<file path="config.mk">
export PLATFORM = sky130hd
export DESIGN_NAME = saturn_bus_top
export DESIGN_NICKNAME = d
export VERILOG_FILES = /design/src/saturn_bus_pkg.sv /design/src/saturn_dev_pkg.sv /design/src/saturn_phase_gen.sv /design/src/saturn_cmd_sequencer.sv /design/src/saturn_bus_controller.sv /design/src/saturn_nibble_device.sv /design/src/saturn_bus_merge.sv /design/src/saturn_bus_top.sv
export SDC_FILE = /design/constraint.sdc
export NUM_CORES = 1
export LEC_CHECK = 0
export BUFFER_PORTS_ARGS = -buffer_cell sky130_fd_sc_hd__buf_4
export CAP_MARGIN = 20
export CORE_AREA = 8 8 243 245
export DETAILED_ROUTE_END_ITERATION = 16
export DIE_AREA = 0 0 251 253
export PLACE_DENSITY = 0.76
export SYNTH_ARGS = -nofsm -noshare
export SYNTH_HDL_FRONTEND = slang
export SYNTH_SLANG_ARGS = --single-unit
</file>
<file path="constraint.sdc">
create_clock -name i_clk -period 2.6 [get_ports i_clk]
set_clock_uncertainty 0.1 [all_clocks]
set_input_delay 0.39 -clock i_clk [delete_from_list [all_inputs] [get_ports i_clk]]
set_output_delay 0.39 -clock i_clk [all_outputs]
set_load 0.01 [all_outputs]
</file>
<file path="src/saturn_bus_pkg.sv">
package saturn_bus_pkg;

    // One bus nibble
    typedef logic [3:0]  nibble_t;

    // Nibble address, sent least significant nibble first
    typedef logic [19:0] addr_t;
    localparam int ADDR_NIBBLES = 5;

    // Program list entry, bit 4 set for a command
    typedef logic [4:0]  prog_entry_t;

    localparam int PROG_DEPTH = 32;
    typedef logic [4:0]  prog_idx_t;     // Wraps at PROG_DEPTH

    // Command nibbles
    localparam nibble_t CMD_LOAD_ADDR = 4'h4;  // Next 5 data nibbles load the pointer
    localparam nibble_t CMD_WRITE     = 4'h5;  // Data nibbles written, pointer steps
    localparam nibble_t CMD_READ      = 4'h6;  // Read strobes return data, pointer steps

    // One-hot bus phases
    localparam logic [3:0] PH_SEND   = 4'b0001;  // Command or data out
    localparam logic [3:0] PH_READ   = 4'b0010;  // Devices act, read captured
    localparam logic [3:0] PH_DECODE = 4'b0100;
    localparam logic [3:0] PH_EXEC   = 4'b1000;

    // Largest request, in nibbles
    localparam int MAX_LEN = 4;

endpackage

</file>
<file path="src/saturn_dev_pkg.sv">
package saturn_dev_pkg;

    localparam int NUM_DEV     = 4;   // Memory devices on the bus
    localparam int DEV_NIBBLES = 16;  // Store size of each
    localparam int DEV_OFS_W   = $clog2(DEV_NIBBLES);

    // Device k starts at DEV_BASE_0 + k * DEV_NIBBLES
    localparam saturn_bus_pkg::addr_t DEV_BASE_0 = 20'h00100;

endpackage

</file>
<file path="src/saturn_phase_gen.sv">
module saturn_phase_gen
    import saturn_bus_pkg::*;
(
    input  logic        i_clk,
    input  logic        i_reset,
    output logic [3:0]  o_phases,
    output logic [1:0]  o_phase,
    output logic [31:0] o_cycle_ctr
);

    always_ff @(posedge i_clk) begin
        if (i_reset) begin
            o_phases    <= PH_SEND;     // Bus cycle starts on the send phase
            o_phase     <= 2'd0;
            o_cycle_ctr <= '0;
        end else begin
            o_phases <= {o_phases[2:0], o_phases[3]};  // Rotate left
            o_phase  <= o_phase + 2'd1;                 // Index follows the one-hot bit
            // One more full cycle after the last phase
            if (o_phases == PH_EXEC) begin
                o_cycle_ctr <= o_cycle_ctr + 32'd1;
            end
        end
    end

endmodule

</file>
<file path="src/saturn_cmd_sequencer.sv">
module saturn_cmd_sequencer
    import saturn_bus_pkg::*;
(
    input  logic                 i_clk,
    input  logic                 i_reset,
    input  logic [3:0]           i_phases,
    input  logic                 i_req,
    input  logic                 i_req_write,
    input  addr_t                i_req_addr,
    input  logic [2:0]           i_req_len,
    input  logic [4*MAX_LEN-1:0] i_req_wdata,
    input  prog_idx_t            i_prog_rd_idx,
    input  logic                 i_read_valid,
    input  nibble_t              i_read_nibble,
    input  logic                 i_halt,
    output prog_idx_t            o_prog_wr_idx,
    output prog_entry_t          o_prog_data,
    output logic                 o_no_read,
    output logic                 o_busy,
    output logic                 o_done,
    output logic [4*MAX_LEN-1:0] o_rdata
);

    typedef enum logic [2:0] {S_IDLE, S_LOAD, S_ADDR, S_OP, S_DATA, S_WAIT} state_t;

    state_t               state;
    prog_entry_t          prog_mem [PROG_DEPTH];
    addr_t                req_addr;      // Latched request
    logic                 req_write;
    logic [2:0]           req_len;
    logic [4*MAX_LEN-1:0] req_wdata;
    logic [2:0]           nib_cnt;       // Address or data nibble being queued
    logic [2:0]           beat_cnt;      // Read beats seen
    prog_entry_t          entry;
    logic                 entry_en;
    logic                 accept;
    logic                 drained;
    logic                 beat_fail;

    assign accept      = i_req && !o_busy;
    assign o_prog_data = prog_mem[i_prog_rd_idx];   // Controller reads at its own index
    assign drained     = (o_prog_wr_idx == i_prog_rd_idx);

    // Halted controller sends no strobe, so each send slot is a lost beat
    assign beat_fail = i_halt && !o_no_read && drained && (i_phases == PH_SEND);

    // Entry queued this clock
    always_comb begin
        entry_en = 1'b1;
        entry    = '0;
        case (state)
            S_LOAD:  entry = {1'b1, CMD_LOAD_ADDR};
            S_ADDR:  entry = {1'b0, req_addr[nib_cnt*4 +: 4]};     // LSN first
            S_OP:    entry = {1'b1, (req_write ? CMD_WRITE : CMD_READ)};
            S_DATA:  entry = {1'b0, req_wdata[nib_cnt*4 +: 4]};
            default: entry_en = 1'b0;
        endcase
    end

    always_ff @(posedge i_clk) begin
        if (entry_en) begin
            prog_mem[o_prog_wr_idx] <= entry;
        end
    end

    always_ff @(posedge i_clk) begin
        if (i_reset) begin
            state         <= S_IDLE;
            o_prog_wr_idx <= '0;        // List empty
            nib_cnt       <= '0;
            beat_cnt      <= '0;
            o_no_read     <= 1'b1;
            o_busy        <= 1'b0;
            o_done        <= 1'b0;
        end else begin
            o_done <= 1'b0;
            if (entry_en) begin
                o_prog_wr_idx <= o_prog_wr_idx + 1'b1;
            end
            case (state)
                S_IDLE: begin
                    if (accept) begin
                        state  <= S_LOAD;
                        o_busy <= 1'b1;
                    end
                end
                S_LOAD: begin
                    nib_cnt <= '0;
                    state   <= S_ADDR;
                end
                S_ADDR: begin
                    nib_cnt <= nib_cnt + 3'd1;
                    if (nib_cnt == 3'(ADDR_NIBBLES - 1)) begin
                        state <= S_OP;
                    end
                end
                S_OP: begin
                    nib_cnt   <= '0;
                    beat_cnt  <= '0;
                    o_no_read <= req_write;   // Reads may start once queued
                    state     <= req_write ? S_DATA : S_WAIT;
                end
                S_DATA: begin
                    nib_cnt <= nib_cnt + 3'd1;
                    if (nib_cnt == req_len - 3'd1) begin
                        state <= S_WAIT;
                    end
                end
                S_WAIT: begin
                    if ((i_read_valid || beat_fail) && beat_cnt < req_len) begin
                        beat_cnt <= beat_cnt + 3'd1;
                    end
                    if (drained && (o_no_read || beat_cnt == req_len)) begin
                        state     <= S_IDLE;
                        o_no_read <= 1'b1;
                        o_busy    <= 1'b0;
                        o_done    <= 1'b1;
                    end
                end
                default: state <= S_IDLE;
            endcase
        end
    end

    // Request payload and read assembly; lost beats keep their cleared nibble
    always_ff @(posedge i_clk) begin
        if (accept) begin
            req_addr  <= i_req_addr;
            req_write <= i_req_write;
            req_len   <= i_req_len;
            req_wdata <= i_req_wdata;
            o_rdata   <= '0;
        end else if (i_read_valid && beat_cnt < req_len) begin
            o_rdata[beat_cnt*4 +: 4] <= i_read_nibble;
        end
    end

endmodule

</file>
<file path="src/saturn_bus_controller.sv">
module saturn_bus_controller
    import saturn_bus_pkg::*;
(
    input  logic        i_clk,
    input  logic        i_reset,
    input  logic [3:0]  i_phases,
    input  prog_idx_t   i_prog_wr_idx,
    input  prog_entry_t i_prog_data,
    input  logic        i_no_read,
    input  nibble_t     i_bus_nibble_in,
    input  logic        i_bus_hit,
    input  logic        i_bus_conflict,
    output prog_idx_t   o_prog_rd_idx,
    output logic        o_bus_clk_en,
    output logic        o_bus_is_cmd,
    output logic        o_bus_is_data,
    output nibble_t     o_bus_nibble_out,
    output logic        o_read_valid,
    output nibble_t     o_read_nibble,
    output logic        o_halt
);

    logic more_to_send;
    logic read_strobe;   // Current beat is a read
    logic capture;

    assign more_to_send = (o_prog_rd_idx != i_prog_wr_idx);
    assign read_strobe  = o_bus_clk_en && !o_bus_is_cmd && !o_bus_is_data;
    assign capture      = (i_phases == PH_READ) && read_strobe;

    always_ff @(posedge i_clk) begin
        if (i_reset) begin
            o_prog_rd_idx <= '0;
            o_bus_clk_en  <= 1'b0;
            o_bus_is_cmd  <= 1'b0;
            o_bus_is_data <= 1'b0;
            o_read_valid  <= 1'b0;
            o_halt        <= 1'b0;   // Bus error clears only here
        end else begin
            o_read_valid <= 1'b0;
            case (i_phases)
                PH_SEND: begin
                    if (more_to_send) begin
                        o_prog_rd_idx <= o_prog_rd_idx + 1'b1;
                        o_bus_is_cmd  <= i_prog_data[4];
                        o_bus_is_data <= !i_prog_data[4];
                        o_bus_clk_en  <= 1'b1;
                    end else if (!i_no_read && !o_halt) begin
                        // List empty, set up a read
                        o_bus_is_cmd  <= 1'b0;
                        o_bus_is_data <= 1'b0;
                        o_bus_clk_en  <= 1'b1;
                    end
                end
                PH_READ: begin
                    o_bus_clk_en <= 1'b0;
                    if (capture) begin
                        if (!i_bus_hit || i_bus_conflict) begin
                            o_halt <= 1'b1;        // Unmapped or contested
                        end else begin
                            o_read_valid <= 1'b1;
                        end
                    end
                end
                default: begin
                end
            endcase
        end
    end

    // Bus payload
    always_ff @(posedge i_clk) begin
        if (i_phases == PH_SEND && more_to_send) begin
            o_bus_nibble_out <= i_prog_data[3:0];
        end
        if (capture) begin
            o_read_nibble <= i_bus_nibble_in;
        end
    end

endmodule

</file>
<file path="src/saturn_nibble_device.sv">
module saturn_nibble_device
    import saturn_bus_pkg::*;
    import saturn_dev_pkg::*;
#(
    parameter addr_t P_BASE = DEV_BASE_0
) (
    input  logic       i_clk,
    input  logic       i_reset,
    input  logic [3:0] i_phases,
    input  logic       i_bus_clk_en,
    input  logic       i_bus_is_cmd,
    input  logic       i_bus_is_data,
    input  nibble_t    i_bus_nibble,
    output nibble_t    o_nibble,
    output logic       o_hit
);

    typedef enum logic [1:0] {M_IDLE, M_ADDR, M_WRITE, M_READ} mode_t;

    mode_t      mode;
    addr_t      ptr;        // Private copy of the bus address
    addr_t      rel;
    logic [2:0] addr_cnt;   // Address nibbles loaded
    logic       act;
    logic       strobe;
    logic       in_range;
    nibble_t    mem [DEV_NIBBLES];

    assign act      = i_bus_clk_en && (i_phases == PH_READ);
    assign strobe   = !i_bus_is_cmd && !i_bus_is_data;
    assign rel      = ptr - P_BASE;                     // Wraps high below base
    assign in_range = (rel < addr_t'(DEV_NIBBLES));
    assign o_hit    = act && strobe && (mode == M_READ) && in_range;
    assign o_nibble = o_hit ? mem[rel[DEV_OFS_W-1:0]] : '0;

    always_ff @(posedge i_clk) begin
        if (i_reset) begin
            mode     <= M_IDLE;
            ptr      <= '0;
            addr_cnt <= '0;
        end else if (act) begin
            if (i_bus_is_cmd) begin
                addr_cnt <= '0;
                case (i_bus_nibble)
                    CMD_LOAD_ADDR: mode <= M_ADDR;
                    CMD_WRITE:     mode <= M_WRITE;
                    CMD_READ:      mode <= M_READ;
                    default:       mode <= M_IDLE;
                endcase
            end else if (mode == M_ADDR) begin
                if (i_bus_is_data) begin
                    ptr[addr_cnt*4 +: 4] <= i_bus_nibble;
                    addr_cnt <= addr_cnt + 3'd1;
                    if (addr_cnt == 3'(ADDR_NIBBLES - 1)) begin
                        mode <= M_IDLE;   // Full address in
                    end
                end
            end else if ((mode == M_WRITE && i_bus_is_data) || (mode == M_READ && strobe)) begin
                ptr <= ptr + 1'b1;   // Steps even when out of range
            end
        end
    end

    always_ff @(posedge i_clk) begin
        if (act && i_bus_is_data && mode == M_WRITE && in_range) begin
            mem[rel[DEV_OFS_W-1:0]] <= i_bus_nibble;
        end
    end

endmodule

</file>
<file path="src/saturn_bus_merge.sv">
module saturn_bus_merge
    import saturn_bus_pkg::*;
    import saturn_dev_pkg::*;
(
    input  nibble_t [NUM_DEV-1:0] i_dev_nibble,
    input  logic    [NUM_DEV-1:0] i_dev_hit,
    output nibble_t               o_bus_nibble,
    output logic                  o_bus_hit,
    output logic                  o_bus_conflict
);

    always_comb begin
        o_bus_nibble   = '0;
        o_bus_hit      = 1'b0;
        o_bus_conflict = 1'b0;
        for (int k = 0; k < NUM_DEV; k++) begin
            if (i_dev_hit[k]) begin
                if (o_bus_hit) begin
                    o_bus_conflict = 1'b1;   // Second responder
                end
                o_bus_hit    = 1'b1;
                o_bus_nibble = i_dev_nibble[k];
            end
        end
    end

endmodule

</file>
<file path="src/saturn_bus_top.sv">
module saturn_bus_top
    import saturn_bus_pkg::*;
    import saturn_dev_pkg::*;
(
    input  logic                 i_clk,
    input  logic                 i_reset,
    input  logic                 i_req,
    input  logic                 i_req_write,
    input  addr_t                i_req_addr,
    input  logic [2:0]           i_req_len,
    input  logic [4*MAX_LEN-1:0] i_req_wdata,
    output logic                 o_busy,
    output logic                 o_done,
    output logic [4*MAX_LEN-1:0] o_rdata,
    output logic                 o_halt
);

    logic [3:0]            phases;
    prog_idx_t             prog_wr_idx;
    prog_idx_t             prog_rd_idx;
    prog_entry_t           prog_data;
    logic                  no_read;
    logic                  bus_clk_en;
    logic                  bus_is_cmd;
    logic                  bus_is_data;
    nibble_t               bus_nibble_out;
    nibble_t               bus_nibble_in;
    logic                  bus_hit;
    logic                  bus_conflict;
    logic                  read_valid;
    nibble_t               read_nibble;
    nibble_t [NUM_DEV-1:0] dev_nibble;
    logic    [NUM_DEV-1:0] dev_hit;

    saturn_phase_gen u_phase_gen (
        .i_clk       (i_clk),
        .i_reset     (i_reset),
        .o_phases    (phases),
        .o_phase     (),
        .o_cycle_ctr ()
    );

    saturn_cmd_sequencer u_sequencer (
        .i_clk         (i_clk),
        .i_reset       (i_reset),
        .i_phases      (phases),
        .i_req         (i_req),
        .i_req_write   (i_req_write),
        .i_req_addr    (i_req_addr),
        .i_req_len     (i_req_len),
        .i_req_wdata   (i_req_wdata),
        .i_prog_rd_idx (prog_rd_idx),
        .i_read_valid  (read_valid),
        .i_read_nibble (read_nibble),
        .i_halt        (o_halt),
        .o_prog_wr_idx (prog_wr_idx),
        .o_prog_data   (prog_data),
        .o_no_read     (no_read),
        .o_busy        (o_busy),
        .o_done        (o_done),
        .o_rdata       (o_rdata)
    );

    saturn_bus_controller u_bus_ctrl (
        .i_clk            (i_clk),
        .i_reset          (i_reset),
        .i_phases         (phases),
        .i_prog_wr_idx    (prog_wr_idx),
        .i_prog_data      (prog_data),
        .i_no_read        (no_read),
        .i_bus_nibble_in  (bus_nibble_in),
        .i_bus_hit        (bus_hit),
        .i_bus_conflict   (bus_conflict),
        .o_prog_rd_idx    (prog_rd_idx),
        .o_bus_clk_en     (bus_clk_en),
        .o_bus_is_cmd     (bus_is_cmd),
        .o_bus_is_data    (bus_is_data),
        .o_bus_nibble_out (bus_nibble_out),
        .o_read_valid     (read_valid),
        .o_read_nibble    (read_nibble),
        .o_halt           (o_halt)
    );

    // Device k sits DEV_NIBBLES above device k-1
    for (genvar k = 0; k < NUM_DEV; k++) begin : g_dev
        saturn_nibble_device #(
            .P_BASE (DEV_BASE_0 + addr_t'(k * DEV_NIBBLES))
        ) u_dev (
            .i_clk         (i_clk),
            .i_reset       (i_reset),
            .i_phases      (phases),
            .i_bus_clk_en  (bus_clk_en),
            .i_bus_is_cmd  (bus_is_cmd),
            .i_bus_is_data (bus_is_data),
            .i_bus_nibble  (bus_nibble_out),
            .o_nibble      (dev_nibble[k]),
            .o_hit         (dev_hit[k])
        );
    end

    saturn_bus_merge u_merge (
        .i_dev_nibble   (dev_nibble),
        .i_dev_hit      (dev_hit),
        .o_bus_nibble   (bus_nibble_in),
        .o_bus_hit      (bus_hit),
        .o_bus_conflict (bus_conflict)
    );

endmodule

</file>
# Word-level counts from Yosys, hierarchy flattened
# Memory sizes are Yosys's and may differ from the RTL's. A register that Yosys moved wholly into a read port is not among the register bits.
# Cells that the tools add are included.
[totals]
ff_bits = 195
ramBits = 416
memories = 5
in_bits = 43
wordCells = 317
[mem_list]
columns = ["name", "words", "word_bits", "rd", "rd_ports_with_merged_regs", "wr", "line_no", "rtl"]
rows = [
  ["u_sequencer.prog_mem", 32, 5, 1, 1, 1, "saturn_cmd_sequencer.sv:27", "prog_entry_t prog_mem [PROG_DEPTH];"],
  ["g_dev[0].u_dev.mem", 16, 4, 1, 0, 1, "saturn_nibble_device.sv:27", "nibble_t mem [DEV_NIBBLES];"],
  ["g_dev[1].u_dev.mem", 16, 4, 1, 0, 1, "saturn_nibble_device.sv:27", ""],
  ["g_dev[2].u_dev.mem", 16, 4, 1, 0, 1, "saturn_nibble_device.sv:27", ""],
  ["g_dev[3].u_dev.mem", 16, 4, 1, 0, 1, "saturn_nibble_device.sv:27", ""],
]
[classes]
eq_ne = 41
bitwise = 4
order_cmp = 5
n_addsub = 22
reduce_logical = 98
n_shift = 12
muxes = 97
[op_table]
columns = ["op", "count"]
rows = [
  ["$mux 20", 12],
  ["$neg 5->34", 5],
  ["$shift 4x34->20 const A", 4],
  ["$shiftx 4x34->20", 4],
  ["$add 20x1->20 const B", 4],
  ["$bwmux 20", 4],
  ["$lt 20x5->1 const B", 4],
  ["$sub 20x9->20 const B", 4],
  ["$mux 3", 17],
  ["$logic_and 1x1->1", 40],
  ["$reduce_and 4->1", 9],
  ["$reduce_bool 2->1", 18],
  ["$mux 2", 17],
  ["$shift 4x34->16 const A", 1],
  ["$shiftx 4x34->16", 1],
  ["$mux 1", 32],
  ["$eq 3x3->1 const B", 7],
  ["$pmux 5 s4", 1],
  ["$shiftx 20x6->4", 1],
  ["$add 3x1->3 const B", 6],
  ["$pmux 3 s6", 1],
  ["$reduce_and 3->1", 6],
  ["$bwmux 16", 1],
  ["$eq 2x2->1 const B", 8],
  ["29 further kinds", 72],
]

# Logic depth before layout (Yosys ltp)
[logic_depth]
depth_word = 14
ltp_mapped = 10
ltp_nobuf = 9

# Modules after synthesis
# Synthesis repeated with hierarchy kept, for this count alone.
[hier_totals]
hier_cells = 2429
hier_area_um2 = 30768.3
[modules_own_cells]
columns = ["module", "instances", "cells_per_inst", "area_per_inst_um2"]
rows = [
  ["saturn_cmd_sequencer", 1, 573, 9630.5],
  ["saturn_nibble_device (g_dev[2].u_dev)", 1, 409, 4713.3],
  ["saturn_nibble_device (g_dev[1].u_dev)", 1, 390, 4669.5],
  ["saturn_nibble_device (g_dev[3].u_dev)", 1, 386, 4558.1],
  ["saturn_nibble_device (g_dev[0].u_dev)", 1, 376, 4451.8],
  ["saturn_phase_gen", 1, 203, 1741.7],
  ["saturn_bus_controller", 1, 68, 854.6],
  ["saturn_bus_merge", 1, 24, 148.9],
]

# Worst setup path before layout
# OpenSTA, ideal clock, no wires.
[synth_path]
kind = "input to register"
from = "in i_req"
to = "reg u_sequencer.req_addr[0] (enable)"
n_path_buf = 2
setup_time_ps = 420
cell_stages = 3
t_required_ps = 2080
arrival_ps = 2066
setup_slack_ps = 15
path_cell_list = "nor2b_1 clkbuf_1 clkbuf_1"
[synth_via]
elab_chain_cells = 1
[synth_lines]
columns = ["element", "line_no", "rtl"]
rows = [
  ["start, declared", "saturn_bus_top.sv:7", "input logic i_req,"],
  ["$logic_and 1x1->1", "saturn_cmd_sequencer.sv:40", "assign accept = i_req && !o_busy;"],
  ["via u_sequencer.accept", "saturn_cmd_sequencer.sv:36", "logic accept;"],
  ["end signal, assigned", "saturn_cmd_sequencer.sv:128", "req_addr <= i_req_addr;"],
  ["end, declared", "saturn_cmd_sequencer.sv:28", "addr_t req_addr;"],
]
# The timed path passes the listed nets, and every way through them passes these cells.
# A chain may end at the register's enable or synchronous reset.

# Worst setup path after layout
[layout_path]
from = "reg u_bus_ctrl.o_bus_is_data"
to = "reg u_bus_ctrl.o_read_nibble[1] (data pin)"
[layout_via]
elab_chain_cells = 9
word_cells_on_any_way = 15
cone_classes = "mux: 4; reduce/logical: 11"
[layout_lines]
columns = ["element", "line_no", "rtl"]
rows = [
  ["start, declared", "saturn_bus_controller.sv:16", "output logic o_bus_is_data,"],
  ["start signal, assigned", "saturn_bus_controller.sv:46", "o_bus_is_data <= !i_prog_data[4];"],
  ["$logic_not 1->1 *", "saturn_nibble_device.sv:30", "assign strobe = !i_bus_is_cmd && !i_bus_is_data;"],
  ["$logic_and 1x1->1 *", "saturn_nibble_device.sv:30", ""],
  ["$logic_and 1x1->1 *", "saturn_nibble_device.sv:33", "assign o_hit = act && strobe && (mode == M_READ) && in_range;"],
  ["$logic_and 1x1->1 (2 in series)", "saturn_nibble_device.sv:33", ""],
  ["$mux 4 (3 in series)", "saturn_bus_merge.sv:17", "if (i_dev_hit[k]) begin"],
  ["$mux 4 *", "saturn_bus_merge.sv:17", ""],
  ["via bus_nibble_in[1]", "saturn_bus_top.sv:27", "nibble_t bus_nibble_in;"],
  ["end signal, assigned", "saturn_bus_controller.sv:77", "o_read_nibble <= i_bus_nibble_in;"],
  ["end, declared", "saturn_bus_controller.sv:19", "output nibble_t o_read_nibble,"],
]
# The timed path passes the listed nets; every way through them passes the cells marked *.

==> flow_summary.ini <==
[outcome]
status = completed

[cts]
numCtsBuffers = 60
cts_sinks = 616
cts_tree = done
cts_root_buf = clkbuf_16
cts.htree.levels = 2
cts.clk_slew.worst_paths_ps = 70
clk_latency_ps = 640
cts_buffer_depth = 3

[setup_path]
reg2reg_to = u_bus_ctrl.o_read_nibble[1]$_DFFE_PP_
crit_path_end = u_bus_ctrl.o_read_nibble[1]$_DFFE_PP_
crit_chain = or4bb_1 > nor2_1 > o2111ai_2 > o211ai_1 > buf_4 > a31oi_1 > o32a_1
start_kind = register
path_class = register to register
critPathRequiredTime_ps = 2860
critical-path-slowest-cell = or4bb_1
crit_path_max_incr_delay_ps = 520
cp-end-kind = register
r2r-start = u_bus_ctrl.o_bus_is_data$_SDFFE_PP0P_
crit_start = u_bus_ctrl.o_bus_is_data$_SDFFE_PP0P_
worst_ep_arrival_time_ps = 2830
rrSetupSlack_ps = 40
rr_worst_depth = 7
crit_fanout = 9

[yosys]
synthAdderAreaFrac = 0.0243
synth_cell_types = 88
async_flop_share = 0
synth_compound_area_frac = 0.0922
synthXorXnorAreaFrac = 0.0126
seq_area_frac_synth = 0.611
synth_top_cells_by_area = edfxtp_1, dfxtp_1, mux4_2
ys.flop_type = edfxtp_1
avgSynthCellArea_um2 = 13.1
yosys.area.top_type = edfxtp_1
synthCells = 2122
synth_fp_nets = 2219
synth_mux_area_frac = 0.111
yosysTopAreaCellShare = 0.501
syn-cell-area_um2 = 27800
synth_top_family_by_area = simple AND/OR/NAND/NOR gates
synth_edf_count = 464
ys_seq_elements = 616
synth-simple-area-share = 0.126
synth_warnings = 0

[finish]
nFillCells = 4175
antenna_cells = 0
fin_cells = 3101
syn_to_final_growth_pct = 16.8
drive_gt1_frac = 0.205
nets = 2436
post-route-util = 0.585

[worst_hold_path]
worstHoldStart = i_req
hold_path_class = input port to register

[placed_design]
port_buffers = 61
dp_cells = 2948
finalWeightedCongestion = 0.890
hpwlAfterDp_um = 43500
place_ws_ps = 16.1

[global_route]
gr-total-overflow = 0
grt_pass1_wl_um = 106000
first_global_vias = 19200
grt_max_degree = 86
antenna_found_initial = 0
track_usage = 0.207

[power]
p_per_area_nw_per_um2 = 692
power_mw = 22.5
ir_worst_vdd_uv = 698
leakage_nw = 10.7

[sta]
slew_headroom = 0.481
final.setup.worst_slack_ps = 37.4
final-hold-violation-count = 0
fin_crit_ps = 2560
rsz0062_at_grt = yes
worst_pin_slew_ps = 767
slew_viol_final = 0
fmax_mhz = 390
setup_viol = 0
post-route-period-util = 0.986
fin_hold_ws_ps = 82.3

[route]
drc = 0
via_per_inst = 6.15
initialDrtViolationCount = 1769
vias = 19100
antenna_left = 0
wire_per_inst_um = 21.8
drt_pass1_iterations = 9
routed_wl_um = 67500

[run]
max-cap-violations = 0

[die]
rows = 87
start_util = 0.501
die_w_um = 251
ioPinCount = 62
die-area_um2 = 63500
die_h_um = 253
core_um2 = 55500
## flip-flops by register name (all words and copies together), names as in the netlist, 4 cells and up, named ones only
register	count
u_phase_gen.o_phases	4
u_sequencer.req_wdata	16
u_bus_ctrl.o_bus_nibble_out	4
u_bus_ctrl.o_read_nibble	4
u_sequencer.o_rdata	16
g_dev.u_dev.ptr	80
g_dev.u_dev.addr_cnt	12
u_sequencer.o_prog_wr_idx	5
g_dev.u_dev.mode	8
g_dev.u_dev.mem	256
u_bus_ctrl.o_prog_rd_idx	5
u_sequencer.prog_mem	160
u_sequencer.req_addr	20
## cells by family (layout without fill, tap and decap cells)
| family | Yosys count | count (layout) |
|---|---|---|
| and+or+nand+nor | 700 | 700 |
| muxes | 153 | 153 |
| AOI/OAI and AO/OA | 394 | 394 |
| DFF | 616 | 616 |
| buffers and inverters | 165 | 432 |
| adders and majority gates | 54 | 54 |
| xor gates and xnor gates | 40 | 40 |
## timing repair
| action | 4_1_cts | 5_1_grt |
|---|---|---|
| endpoints found under the hold margin | 40 | 0 |
| setup buffers | 0 | 1 |
| setup endpoints to repair | 1 | 87 |
| gates resized for setup | 1 | 19 |
| pin swaps | 1 | 2 |
| hold buffers | 40 | 0 |
## final cells by class
type	count	area, um^2	area share
sequential	616	17000	0.523
inverter	57	214	0.00659
clock buffer	86	1670	0.0514
clock inverter	26	295	0.00909
timing repair buffer	263	2170	0.0670
multi-input combinational	1341	10200	0.315
tap	712	891	0.0274
## routing by layer
metal  vias to the layer above  wire [um]  track usage
met1                      9472      27000        0.257
li1                       8602          -            -
met3                       168       4350       0.0304
met4                         0       2190       0.0758
met2                       814      34000        0.367
met5                         -          0            0
## synthesized netlist by cell type, types with 5 or more instances
master    instances
a211oi_1         17
a21o_1           11
a21oi_1         103
a221oi_1          5
a22o_1           14
a22oi_1          32
a311oi_1         12
a31oi_1          25
a32o_1            6
and2_1           34
and3_1           21
buf_1             5
buf_2            11
clkbuf_1         88
dfxtp_1         152
edfxtp_1        464
ha_1             54
inv_1            55
mux2i_1          25
mux4_2          124
nand2_1         156
nand2b_1         20
nand3_1          40
nand3b_1         13
nand4_1          28
nor2_1          214
nor2b_1          24
nor3_1           58
nor3b_1           6
nor4_1           25
nor4b_1          11
o21ai_0          92
o22ai_1           5
o31ai_1          20
or2_2             5
or3_1             9
or3b_2            5
or4_1             6
xnor2_1          21
xor2_1           19
## placed cells by master, fill, tap and decap left out, types with 17 or more instances in the layout
master and count:
edfxtp_1 464, buf_4 215, nor2_1 207, nand2_1 156
dfxtp_1 149, mux4_2 124, a21oi_1 102, o21ai_0 92
clkbuf_16 61, nor3_1 56, inv_1 55, ha_1 54
nand3_1 40, dlygate4sd3_1 40, and2_1 34, a22oi_1 32
nand4_1 28, mux2i_1 25, a31oi_1 25, nor4_1 23
nor2b_1 21, xnor2_1 21, nand2b_1 20, and3_1 20
o31ai_1 20, clkbuf_1 20, xor2_1 19, a211oi_1 17
## stage by stage
stage / cell area (um^2) / setup TNS (ps)
floorplan: 27800 / 0
global placement: 30000 / 0
detailed placement: 30000 / 0
CTS: 32400 / 0
global route: 32500 / -472
finish: 32500 / 0
## worst max-delay path, delay by kind of cell, from the launching register on
kind	cells	cell delay (ps)
AOI/OAI and AO/OA	4	830
buffers and inverters	1	160
DFF	1	440
and+or+nand+nor	2	740
## how the worst min path moves through the flow
stage / endpoint / slack [ps] / cells past startpoint
final: u_sequencer.o_busy$_SDFFE_PP0P_ / 80 / 3
after global routing: u_sequencer.o_busy$_SDFFE_PP0P_ / 60 / 3
after CTS: u_sequencer.o_busy$_SDFFE_PP0P_ / 20 / 3
after detailed placement: g_dev[2].u_dev.ptr[19]$_SDFFE_PP0P_ / 360 / 2
after global placement: g_dev[2].u_dev.ptr[19]$_SDFFE_PP0P_ / 360 / 2
after floorplan: g_dev[2].u_dev.ptr[19]$_SDFFE_PP0P_ / 340 / 2
## power breakdown
part           switching [mW]  total (mW)  internal [mW]
sequential              0.183        11.3           11.1
clock                    3.72        8.70           4.98
combinational            1.48        2.43          0.944
total                    5.39        22.5           17.1
(Power assumes the default switching activity.)
